[src/common/csr_pkg.sv]
`default_nettype none

package csr_pkg;

    // Basic data widths
    typedef logic [31:0] word_t;
    typedef logic [63:0] dword_t;
    typedef logic [11:0] csr_addr_t;

    // Only user and machine privilege exist
    typedef enum logic [1:0] {
        PRIV_USER    = 2'b00,
        PRIV_MACHINE = 2'b11
    } priv_t;

    // Command from the execute stage
    typedef enum logic [2:0] {
        CSR_X     = 3'd0,
        CSR_W     = 3'd1,
        CSR_S     = 3'd2,
        CSR_C     = 3'd3,
        CSR_ECALL = 3'd4,
        CSR_MRET  = 3'd5
    } csr_cmd_t;

    // Machine trap setup
    localparam csr_addr_t CSR_MSTATUS  = 12'h300;
    localparam csr_addr_t CSR_MISA     = 12'h301;
    localparam csr_addr_t CSR_MIE      = 12'h304;
    localparam csr_addr_t CSR_MTVEC    = 12'h305;

    // Machine trap handling
    localparam csr_addr_t CSR_MSCRATCH = 12'h340;
    localparam csr_addr_t CSR_MEPC     = 12'h341;
    localparam csr_addr_t CSR_MCAUSE   = 12'h342;
    localparam csr_addr_t CSR_MIP      = 12'h344;

    // Machine information, read-only space
    localparam csr_addr_t CSR_MHARTID  = 12'hf14;

    // User counters, read-only space
    localparam csr_addr_t CSR_CYCLE    = 12'hc00;
    localparam csr_addr_t CSR_TIME     = 12'hc01;
    localparam csr_addr_t CSR_CYCLEH   = 12'hc80;
    localparam csr_addr_t CSR_TIMEH    = 12'hc81;

    // Machine counters, same source as cycle
    localparam csr_addr_t CSR_MCYCLE   = 12'hb00;
    localparam csr_addr_t CSR_MCYCLEH  = 12'hb80;

    // Exception causes
    localparam word_t CAUSE_ECALL_U     = 32'd8;
    localparam word_t CAUSE_ECALL_M     = 32'd11;
    // Interrupt bit plus code 7
    localparam word_t CAUSE_M_TIMER_IRQ = 32'h8000_0007;

    // Field positions
    localparam int MSTATUS_MIE_BIT  = 3;
    localparam int MSTATUS_MPIE_BIT = 7;
    localparam int MSTATUS_MPP_LSB  = 11;
    // MTIP in mip sits at the same position
    localparam int MIE_MTIE_BIT     = 7;

    // MXL = 1 for RV32, extensions M, I and A
    localparam word_t MISA_VALUE = 32'h4000_1101;

endpackage

`default_nettype wire

[src/hdl/csr_cmd_decode.sv]
`default_nettype none

module csr_cmd_decode
    import csr_pkg::*;
(
    input  wire       valid,
    input  wire csr_cmd_t  csr_cmd,
    input  wire csr_addr_t csr_addr,
    input  wire word_t     op1_data,
    input  wire word_t     cur_value,
    input  wire priv_t     mode,
    input  wire       irq_take,
    output logic      rd_ok,
    output logic      wr_en,
    output word_t     wdata
);

    logic can_access;
    logic read_only;
    logic is_rw_cmd;

    // Address bits 9:8 hold the lowest privilege allowed
    assign can_access = (csr_addr[9:8] <= mode);

    // Top two bits both set marks the read-only space
    assign read_only = &csr_addr[11:10];

    assign is_rw_cmd = (csr_cmd == CSR_W) ||
                       (csr_cmd == CSR_S) ||
                       (csr_cmd == CSR_C);

    // Reads only need the privilege check
    assign rd_ok = can_access;

    // No write when the cycle is taken by an interrupt
    assign wr_en = valid && !irq_take && is_rw_cmd && can_access && !read_only;

    // New value from old value and operand
    always_comb begin
        case (csr_cmd)
            CSR_W:   wdata = op1_data;
            CSR_S:   wdata = cur_value | op1_data;
            CSR_C:   wdata = cur_value & ~op1_data;
            default: wdata = '0;
        endcase
    end

endmodule

`default_nettype wire

[src/csr_file/csr_regfile.sv]
`default_nettype none

module csr_regfile
    import csr_pkg::*;
#(
    parameter word_t HART_ID = '0
) (
    input  wire       clk,
    input  wire       rst,
    input  wire       valid,
    input  wire csr_addr_t csr_addr,
    input  wire       rd_ok,
    input  wire       wr_en,
    input  wire word_t     wdata,
    input  wire priv_t     mode,
    input  wire       mtip,
    input  wire       trap_enter,
    input  wire word_t     trap_cause,
    input  wire word_t     pc,
    input  wire       trap_return,
    input  wire dword_t    cycle,
    input  wire dword_t    time_count,
    output word_t     cur_value,
    output word_t     rdata,
    output logic      mstatus_mie,
    output priv_t     mstatus_mpp,
    output logic      mie_mtie,
    output word_t     mtvec,
    output word_t     mepc
);

    // Stored fields not visible at the ports
    logic  mstatus_mpie;
    word_t mscratch;
    word_t mcause;

    // Packed views for the read mux
    word_t mstatus_value;
    word_t mie_value;
    word_t mip_value;

    always_comb begin
        mstatus_value = '0;
        mstatus_value[MSTATUS_MIE_BIT]      = mstatus_mie;
        mstatus_value[MSTATUS_MPIE_BIT]     = mstatus_mpie;
        mstatus_value[MSTATUS_MPP_LSB +: 2] = mstatus_mpp;
    end

    always_comb begin
        mie_value = '0;
        mie_value[MIE_MTIE_BIT] = mie_mtie;
        // MTIP shares the MTIE position
        mip_value = '0;
        mip_value[MIE_MTIE_BIT] = mtip;
    end

    // Old value, also fed to the decoder for set and clear
    always_comb begin
        case (csr_addr)
            CSR_MSTATUS:  cur_value = mstatus_value;
            CSR_MISA:     cur_value = MISA_VALUE;
            CSR_MIE:      cur_value = mie_value;
            CSR_MTVEC:    cur_value = mtvec;
            CSR_MSCRATCH: cur_value = mscratch;
            CSR_MEPC:     cur_value = mepc;
            CSR_MCAUSE:   cur_value = mcause;
            CSR_MIP:      cur_value = mip_value;
            CSR_MHARTID:  cur_value = HART_ID;
            // Counters come from outside the stage
            CSR_CYCLE:    cur_value = cycle[31:0];
            CSR_CYCLEH:   cur_value = cycle[63:32];
            CSR_MCYCLE:   cur_value = cycle[31:0];
            CSR_MCYCLEH:  cur_value = cycle[63:32];
            CSR_TIME:     cur_value = time_count[31:0];
            CSR_TIMEH:    cur_value = time_count[63:32];
            default:      cur_value = '0;
        endcase
    end

    // Read result, one cycle after the instruction
    always_ff @(posedge clk) begin
        if (rst) begin
            rdata <= '0;
        end else if (valid) begin
            rdata <= rd_ok ? cur_value : '0;
        end
    end

    always_ff @(posedge clk) begin
        if (rst) begin
            mstatus_mie  <= 1'b0;
            mstatus_mpie <= 1'b0;
            mstatus_mpp  <= PRIV_MACHINE;
            mie_mtie     <= 1'b0;
            mtvec        <= '0;
            mscratch     <= '0;
            mepc         <= '0;
            mcause       <= '0;
        end else begin
            // Software writes, masked to the implemented fields
            if (wr_en) begin
                case (csr_addr)
                    CSR_MSTATUS: begin
                        mstatus_mie  <= wdata[MSTATUS_MIE_BIT];
                        mstatus_mpie <= wdata[MSTATUS_MPIE_BIT];
                        // Only U and M are legal, anything else maps to U
                        if (wdata[MSTATUS_MPP_LSB +: 2] == PRIV_MACHINE) begin
                            mstatus_mpp <= PRIV_MACHINE;
                        end else begin
                            mstatus_mpp <= PRIV_USER;
                        end
                    end
                    CSR_MIE:      mie_mtie <= wdata[MIE_MTIE_BIT];
                    CSR_MTVEC:    mtvec    <= wdata;
                    CSR_MSCRATCH: mscratch <= wdata;
                    // Instructions are word aligned
                    CSR_MEPC:     mepc     <= {wdata[31:2], 2'b00};
                    CSR_MCAUSE:   mcause   <= wdata;
                    // misa, mip, mhartid and counters ignore writes
                    default: begin
                    end
                endcase
            end

            // Trap side updates win over the software write
            if (trap_enter) begin
                mepc         <= pc;
                mcause       <= trap_cause;
                mstatus_mpp  <= mode;
                mstatus_mpie <= mstatus_mie;
                mstatus_mie  <= 1'b0;
            end else if (trap_return) begin
                mstatus_mie  <= mstatus_mpie;
                mstatus_mpie <= 1'b1;
                // Lowest supported mode after mret
                mstatus_mpp  <= PRIV_USER;
            end
        end
    end

endmodule

`default_nettype wire

[src/trap/csr_trap_ctrl.sv]
`default_nettype none

module csr_trap_ctrl
    import csr_pkg::*;
(
    input  wire       clk,
    input  wire       rst,
    input  wire       valid,
    input  wire csr_cmd_t  csr_cmd,
    input  wire word_t     pc,
    input  wire dword_t    inst_id,
    input  wire       mem_write,
    input  wire dword_t    mtime,
    input  wire dword_t    mtimecmp,
    input  wire       mstatus_mie,
    input  wire priv_t     mstatus_mpp,
    input  wire       mie_mtie,
    input  wire word_t     mtvec,
    input  wire word_t     mepc,
    output priv_t     mode,
    output logic      mtip,
    output logic      irq_take,
    output logic      trap_enter,
    output word_t     trap_cause,
    output logic      trap_return,
    output logic      stall,
    output logic      trap,
    output word_t     trap_vector
);

    // Id and pc of the instruction seen last cycle
    dword_t saved_id;
    word_t  saved_pc;

    logic  new_inst;
    logic  is_ecall;
    logic  is_mret;
    logic  is_rw_cmd;
    word_t mtvec_base;
    word_t irq_target;

    // Timer interrupt only on a stage without a memory write
    assign irq_take = valid && mtip && mstatus_mie && mie_mtie && !mem_write;

    // Interrupt has priority over ecall and mret
    assign is_ecall = valid && !irq_take && (csr_cmd == CSR_ECALL);
    assign is_mret  = valid && !irq_take && (csr_cmd == CSR_MRET);

    assign trap_enter  = irq_take || is_ecall;
    assign trap_return = is_mret;
    assign trap        = irq_take || is_ecall || is_mret;

    // Cause follows the mode the ecall came from
    always_comb begin
        if (irq_take) begin
            trap_cause = CAUSE_M_TIMER_IRQ;
        end else if (mode == PRIV_USER) begin
            trap_cause = CAUSE_ECALL_U;
        end else begin
            trap_cause = CAUSE_ECALL_M;
        end
    end

    // First cycle of a fresh instruction
    assign new_inst  = (inst_id != saved_id) || (pc != saved_pc);
    assign is_rw_cmd = (csr_cmd == CSR_W) || (csr_cmd == CSR_S) || (csr_cmd == CSR_C);
    assign stall     = valid && (is_rw_cmd || irq_take) && new_inst;

    // mtvec mode 01 is vectored, base plus four times the code
    assign mtvec_base = {mtvec[31:2], 2'b00};
    assign irq_target = (mtvec[1:0] == 2'b01) ?
                        mtvec_base + {CAUSE_M_TIMER_IRQ[29:0], 2'b00} : mtvec_base;

    always_ff @(posedge clk) begin
        if (rst) begin
            saved_id <= '0;
            saved_pc <= '0;
        end else begin
            saved_id <= inst_id;
            saved_pc <= pc;
        end
    end

    always_ff @(posedge clk) begin
        if (rst) begin
            mode        <= PRIV_MACHINE;
            mtip        <= 1'b0;
            trap_vector <= '0;
        end else begin
            // Pending bit frozen while an interrupt is taken
            if (valid && !irq_take) begin
                mtip <= (mtime >= mtimecmp);
            end

            if (irq_take) begin
                mode        <= PRIV_MACHINE;
                trap_vector <= irq_target;
            end else if (is_ecall) begin
                // Exceptions always use the base address
                mode        <= PRIV_MACHINE;
                trap_vector <= mtvec_base;
            end else if (is_mret) begin
                mode        <= mstatus_mpp;
                trap_vector <= mepc;
            end
        end
    end

endmodule

`default_nettype wire

[src/hdl/csr_stage.sv]
`default_nettype none

module csr_stage
    import csr_pkg::*;
#(
    parameter word_t HART_ID = '0
) (
    input  wire       clk,
    input  wire       rst,
    input  wire       valid,
    input  wire word_t     pc,
    input  wire dword_t    inst_id,
    input  wire csr_cmd_t  csr_cmd,
    input  wire csr_addr_t csr_addr,
    input  wire word_t     op1_data,
    input  wire       mem_write,
    input  wire dword_t    cycle,
    input  wire dword_t    time_count,
    input  wire dword_t    mtime,
    input  wire dword_t    mtimecmp,
    output word_t     rdata,
    output logic      stall,
    output logic      trap,
    output word_t     trap_vector
);

    // Decoder to register file
    logic  rd_ok;
    logic  wr_en;
    word_t wdata;
    word_t cur_value;

    // Trap controller state
    priv_t mode;
    logic  mtip;
    logic  irq_take;
    logic  trap_enter;
    word_t trap_cause;
    logic  trap_return;

    // Register file fields needed by the trap logic
    logic  mstatus_mie;
    priv_t mstatus_mpp;
    logic  mie_mtie;
    word_t mtvec;
    word_t mepc;

    csr_cmd_decode u_decode (
        .valid     (valid),
        .csr_cmd   (csr_cmd),
        .csr_addr  (csr_addr),
        .op1_data  (op1_data),
        .cur_value (cur_value),
        .mode      (mode),
        .irq_take  (irq_take),
        .rd_ok     (rd_ok),
        .wr_en     (wr_en),
        .wdata     (wdata)
    );

    csr_regfile #(
        .HART_ID (HART_ID)
    ) u_regfile (
        .clk         (clk),
        .rst         (rst),
        .valid       (valid),
        .csr_addr    (csr_addr),
        .rd_ok       (rd_ok),
        .wr_en       (wr_en),
        .wdata       (wdata),
        .mode        (mode),
        .mtip        (mtip),
        .trap_enter  (trap_enter),
        .trap_cause  (trap_cause),
        .pc          (pc),
        .trap_return (trap_return),
        .cycle       (cycle),
        .time_count  (time_count),
        .cur_value   (cur_value),
        .rdata       (rdata),
        .mstatus_mie (mstatus_mie),
        .mstatus_mpp (mstatus_mpp),
        .mie_mtie    (mie_mtie),
        .mtvec       (mtvec),
        .mepc        (mepc)
    );

    csr_trap_ctrl u_trap (
        .clk         (clk),
        .rst         (rst),
        .valid       (valid),
        .csr_cmd     (csr_cmd),
        .pc          (pc),
        .inst_id     (inst_id),
        .mem_write   (mem_write),
        .mtime       (mtime),
        .mtimecmp    (mtimecmp),
        .mstatus_mie (mstatus_mie),
        .mstatus_mpp (mstatus_mpp),
        .mie_mtie    (mie_mtie),
        .mtvec       (mtvec),
        .mepc        (mepc),
        .mode        (mode),
        .mtip        (mtip),
        .irq_take    (irq_take),
        .trap_enter  (trap_enter),
        .trap_cause  (trap_cause),
        .trap_return (trap_return),
        .stall       (stall),
        .trap        (trap),
        .trap_vector (trap_vector)
    );

endmodule

`default_nettype wire

[config.mk]
export PLATFORM = sky130hd
export DESIGN_NAME = csr_stage
export DESIGN_NICKNAME = d
export VERILOG_FILES = /design/src/common/csr_pkg.sv /design/src/hdl/csr_cmd_decode.sv /design/src/csr_file/csr_regfile.sv /design/src/trap/csr_trap_ctrl.sv /design/src/hdl/csr_stage.sv
export SDC_FILE = /design/constraint.sdc
export NUM_CORES = 1
export LEC_CHECK = 0
export ABC_AREA = 1
export BUFFER_PORTS_ARGS = -buffer_cell sky130_fd_sc_hd__buf_2
export CORE_MARGIN = 1.5
export CORE_UTILIZATION = 50
export DETAILED_ROUTE_END_ITERATION = 12
export GPL_TIMING_DRIVEN = 0
export HOLD_SLACK_MARGIN = 0.08
export PLACE_DENSITY = 0.76
export SLEW_MARGIN = 5
export SYNTH_ARGS = -nofsm -noshare
export SYNTH_HDL_FRONTEND = slang
export SYNTH_SLANG_ARGS = --single-unit
[constraint.sdc]
create_clock -name clk -period 3 [get_ports clk]
set_input_delay 0.6 -clock clk [delete_from_list [all_inputs] [get_ports clk]]
set_output_delay 0.6 -clock clk [all_outputs]
set_load 0.005 [all_outputs]
# Yosys cells after proc, flatten, opt, wreduce, memory -nomap -nowiden
# Cells that the tools add are included.
[classes] muxes=27 reduce_logical=42 order_cmp=2 addsub=1 eq_ne=23 bitwise=3
[ops] operator="2-to-1 mux 32 bit" n=12
[ops] operator="case mux 32 bit (12 select lines)" n=1
[ops] operator="== test 12 x 10 -> 1 bit, second input constant" n=8
[ops] operator="case mux 32 bit (3 select lines)" n=1
[ops] operator="== test 12 bit, second input constant" n=6
[ops] operator=">= comparator 64 bit" n=1
[ops] operator="!= test 64 bit" n=1
[ops] operator="adder 32 x 5 -> 32 bit, second input constant" n=1
[ops] operator="bitwise AND 32 bit" n=1
[ops] operator="!= test 32 bit" n=1
[ops] operator="NOT 32 bit" n=1
[ops] operator="OR 32 bit" n=1
[ops] operator="AND reduction 2 bit" n=8
[ops] operator="logical AND 1 bit" n=12
[ops] operator="2-to-1 mux 2 bit" n=6
[ops] operator="nonzero test 2 bit" n=5
[ops] operator="nonzero test 3 bit" n=3
[ops] operator="2-to-1 mux 1 bit" n=7
[ops] operator="== test 3 x 2 -> 1 bit, second input constant" n=2
[ops] operator="== test 3 bit, second input constant" n=2
[ops] operator="logical OR 1 bit" n=6
[ops] operator="OR reduction 2 bit" n=3
[ops] operator="== test 3 x 1 -> 1 bit, second input constant" n=1
[ops] operator="zero test 1 bit" n=3
[ops] operator="5 further kinds" n=5
[word_totals] output_inout_bits=66 input_bits=403 regBits=296 word_cells=112

# Depth between registers and ports, before layout
[logic_depth] word_depth=12 mapped_depth=15 mapped_depth_nobuf=15

# Modules after synthesis
# Synthesis repeated with hierarchy kept, for this count alone.
[hier_totals] hier_cells=2970 area_unflattened_um2=18899.4
[modules_own_cells] module="csr_regfile" area_per_inst_um2=9077.5 cells_each=1423 seq_area_each_um2=3303.2 instances=1
[modules_own_cells] module="csr_trap_ctrl" area_per_inst_um2=8501.9 cells_each=1249 seq_area_each_um2=2622.5 instances=1
[modules_own_cells] module="csr_cmd_decode" area_per_inst_um2=1320.0 cells_each=298 seq_area_each_um2=0.0 instances=1

# Least setup slack after synthesis
# OpenSTA, ideal clock, no wires.
[synth_timing] path_kind="in2out" startpoint="input port csr_cmd[0]" endpoint="output port trap" cell_stages=7 required_time_ns=2.400 setup_slack_ns=0.756 arrival_time_ns=1.644 path_buffers=3 path_cell_list="buf_2 > or2_4 > nor3_4 > buf_6 > nor2_8 > nand2_4 > buf_2"
[synth_via] elab_chain_len=4 elab_cells_between_ends=6 cone_classes="eq/ne: 2; reduce/logical: 4"
[synth_lines] item="start, declared" line="csr_stage.sv:13" text="input wire csr_cmd_t csr_cmd,"
[synth_lines] item="== test 3 bit" line="csr_trap_ctrl.sv:46" text="assign is_ecall = valid && !irq_take && (csr_cmd == CSR_ECALL);"
[synth_lines] item="logical AND 1 bit" line="csr_trap_ctrl.sv:46"
[synth_lines] item="logical OR 1 bit" line="csr_trap_ctrl.sv:51" text="assign trap = irq_take || is_ecall || is_mret;"
[synth_lines] item="logical OR 1 bit *" line="csr_trap_ctrl.sv:51"
[synth_lines] item="end, declared" line="csr_stage.sv:23" text="output logic trap,"
# Mark *: on every way between the ends. The rest lies on a longest branch, timed or not.

# Worst setup path in the final report
[layout_timing] startpoint="register u_regfile.mstatus_mie" endpoint="output port trap"
[layout_via] elab_chain_len=8 elab_cells_between_ends=9 cone_classes="reduce/logical: 9"
[layout_lines] item="start, declared" line="csr_regfile.sv:25" text="output logic mstatus_mie,"
[layout_lines] item="start signal, assigned" line="csr_regfile.sv:104" text="mstatus_mie <= wdata[MSTATUS_MIE_BIT];"
[layout_lines] item="start signal, assigned" line="csr_regfile.sv:133" text="mstatus_mie <= mstatus_mpie;"
[layout_lines] item="logical AND 1 bit * (3 in a row)" line="csr_trap_ctrl.sv:43" text="assign irq_take = valid && mtip && mstatus_mie && mie_mtie && !mem_write;"
[layout_lines] item="zero test 1 bit" line="csr_trap_ctrl.sv:46, csr_trap_ctrl.sv:47"
[layout_lines] item="logical AND 1 bit" line="csr_trap_ctrl.sv:46, csr_trap_ctrl.sv:47"
[layout_lines] item="logical AND 1 bit" line="csr_trap_ctrl.sv:46"
[layout_lines] item="logical OR 1 bit" line="csr_trap_ctrl.sv:51"
[layout_lines] item="logical OR 1 bit *" line="csr_trap_ctrl.sv:51"
# Marked as above.

==> flow_metrics.py <==
metrics = {
    "worst_setup_path": {
        "crit_arrival_ns": 2.28,
        "rr_endpoint": "u_regfile.mtvec[27]$_SDFFE_PP0P_",
        "path_max_fanout": 10,
        "reg2reg_setup_slack_ns": 0.29,
        "reg2reg_from": "u_trap.mode[1]$_SDFFE_PP1P_",
        "required_ns": 2.40,
        "reg2regPathDepth": 11,
        "cp-start-kind": "register",
        "path_class": "reg2out",
        "crit_path_end_kind": "output port",
    },
    "floorplanning": {
        "start_util": 0.505,
        "ios": 469,
        "die-area_um2": 36800,
        "die_w_um": 192,
        "die_y_um": 192,
        "rows": 69,
        "core_area_um2": 35300,
    },
    "clocking": {
        "path_clk_slew_ns": 0.06,
        "cts_buffer_depth": 3,
        "clock_sinks": 296,
        "cts_root_buffer": "clkbuf_16",
        "cts_tree": "yes",
        "htreeDepth": 2,
        "insertion_delay_ns": 0.53,
        "cts_hold_buf": 0,
        "cts_made_buffers": 34,
    },
    "detailed_routing": {
        "dr_wl_met3_um": 6920,
        "firstDrtPassIters": 6,
        "via_per_inst": 5.46,
        "highest_layer": "met5",
        "ant_nets": 0,
        "vias": 20400,
        "drc": 0,
        "m1WireLength_um": 27500,
        "routed_wl_um": 72400,
        "wl_met2_um": 33400,
        "wl_per_cell_um": 19.4,
        "first_iter_violations": 1808,
    },
    "pwr": {
        "p_seq_frac": 0.421,
        "p_clk_frac": 0.451,
        "power.switching_w": 0.00253,
        "ir_drop_mv": 0.456,
        "p_leak_nw": 11.3,
        "total_power_w": 0.00977,
        "p_comb_frac": 0.128,
        "intPower_w": 0.00725,
        "power_density_nw_per_um2": 445,
        "sw_frac_of_total": 0.258,
    },
    "min_path": {
        "min_from": "inst_id[46]",
        "hold_path.class": "in2reg",
        "hold_end": "u_trap.saved_id[46]$_SDFF_PP0_",
        "hold_depth": 3,
    },
    "logic_synthesis": {
        "synth.distinct_cells": 47,
        "ys_top_cells_by_area": "dfxtp_1 (33%), nand2_1 (14%), a21oi_1 (8.6%), inv_1 (8.1%), o21ai_0 (5.5%)",
        "syn-num-nets": 3209,
        "synth_seq_cells": 296,
        "synth_top_area_share": 0.332,
        "yosysTopAreaCell": "dfxtp_1",
        "synth_area_um2": 17800,
        "yosysSeqAreaShare": 0.332,
        "syn_inst": 2739,
        "yosys_warnings": 0,
        "avgSynthCellArea_um2": 6.52,
    },
    "placement": {
        "post-dp-hpwl_um": 58300,
        "dp.cells": 3667,
        "port_buffers": 467,
        "gp_congestion": 1.01,
    },
    "global_route": {
        "grt_usage": 0.381,
        "grt_max_degree": 14,
        "grt_antenna_before_repair": 3,
        "grt.overflow.total": 0,
        "grt_pass1_wl_um": 106000,
        "grt_pass1_vias": 19300,
    },
    "timing": {
        "slew_headroom": 0.328,
        "hold_viol": 0,
        "min_period_ns": 2.88,
        "post-route-period-util": 0.960,
        "tightest_slew_ns": 1.01,
        "slew_viol_final": 0,
        "setup-violations-final": 0,
        "hold_slack_ns": 0.292,
        "clock.fmax_mhz": 347,
        "fin_skew_ns": 0.0120,
        "rsz0062_at_grt": "no",
    },
    "flow_run": {
        "cap_violations": 0,
    },
    "outcome": {
        "outcome": "complete, no violations",
    },
    "finish": {
        "drive_gt1_frac": 0.210,
        "fin_nets": 3714,
        "postLayoutCoreUtil": 0.622,
        "synthToLayoutAreaGrowth_pct": 23.0,
        "final_cell_count_no_fill": 3731,
    },
}
-- timing repair --
action,4_1_cts,5_1_grt
gates resized for setup,4,1
buffers inserted,0,2
endpoints found under the setup margin,1,1
pin swaps,0,1
-- power groups by stage --
stage / Combinational [W] / Sequential (W) / Clock, W
after floorplan: 0.000634 / 0.00418 / 0
after global placement: 0.00119 / 0.00419 / 0
after detailed placement: 0.00122 / 0.00420 / 0
after CTS: 0.00123 / 0.00411 / 0.00444
after global routing: 0.00138 / 0.00412 / 0.00462
final: 0.00125 / 0.00411 / 0.00441
-- cell families after synthesis --
family / after synthesis / share of synthesized area
adder cells (fa/ha/maj): 67 / 0.0470
XOR/XNOR: 79 / 0.0388
AO/OA/AOI/OAI: 551 / 0.161
flip-flops: 296 / 0.332
buffers and inverters: 527 / 0.124
AND/OR/NAND/NOR: 1219 / 0.298
-- placed cells by master (no fill, tap or decap), types with 30 or more instances in the layout --
cell type,Yosys,final
clkbuf_16,0,37
dfxtp_1,296,296
nand3_1,156,156
clkbuf_1,52,60
buf_2,32,500
nand2_2,33,33
ha_1,67,67
nor2_1,239,239
inv_1,387,387
xnor2_1,64,64
nand4_1,30,30
a21oi_1,306,306
nand2_1,664,664
o21ai_0,196,195
-- synthesized netlist by cell type (all sizes together) --
cell type / n
a211oi: 1
a21oi: 307
a22oi: 1
a31oi: 8
a32o: 2
and2b: 1
buf: 68
clkbuf: 54
clkinv: 2
dfxtp: 296
ha: 67
inv: 403
nand2: 702
nand3: 156
nand3b: 23
nand4: 31
nor2: 258
nor3: 22
nor3b: 1
nor4: 6
o2111ai: 3
o211ai: 14
o21a: 2
o21ai: 207
o22ai: 4
o31ai: 2
or2: 19
xnor2: 64
xor2: 15
-- how the worst max path moves through the flow --
stage,cells after the start,end,slack [ns],start
after CTS,10,trap,0.05,u_regfile.mstatus_mie$_SDFFE_PP0P_
after global routing,10,trap,0.01,u_regfile.mstatus_mie$_SDFFE_PP0P_
after floorplan,7,trap,0.76,csr_cmd[0]
final,10,trap,0.12,u_regfile.mstatus_mie$_SDFFE_PP0P_
after global placement,8,stall,-0.27,valid
after detailed placement,8,stall,-0.23,valid
-- metal layers --
metal / up-vias / global-route usage
met5: - / 0
met4: 2 / 0.228
met3: 243 / 0.0806
met2: 1048 / 0.636
met1: 9349 / 0.450
li1: 9730 / -
-- worst max-delay path: stages (launching register included) --
cell,delay (ns)
dfxtp_1,0.32
inv_2,0.06
nor2_2,0.13
nand4_4,0.19
nand2_2,0.18
nor3_4,0.07
buf_6,0.16
nor2_8,0.16
nand2_4,0.11
buf_2,0.21
buf_2,0.15
-- cell type report --
type	count	area, µm²
Sequential cell	296	5930
Antenna cell	2	5.00
Inverter	405	1530
Clock buffer	50	1010
Multi-Input combinational cell	1916	9720
Buffer	122	683
Fill cell	3460	13400
Tap cell	461	577
Timing Repair Buffer	469	2350
Clock inverter	10	150
-- registers in the layout, summed over array words and instances (netlist names), 32 cells and up --
register            flops
u_regfile.mscratch     32
u_trap.saved_pc        32
u_trap.saved_id        64
u_regfile.mcause       32
u_regfile.rdata        32
u_regfile.mtvec        32
u_trap.trap_vector     32
u_regfile.mepc         32
-- per-stage QoR --
stage,TNS [ns],setup slack (ns),instance area (µm²)
floorplan,0,0.756,17800
global placement,-0.271,-0.271,20800
detailed placement,-0.234,-0.234,20800
CTS,0,0.0539,21900
global route,0,0.0118,22000
finish,0,0.121,22000
Note: power is estimated with default switching activity, not from simulation.
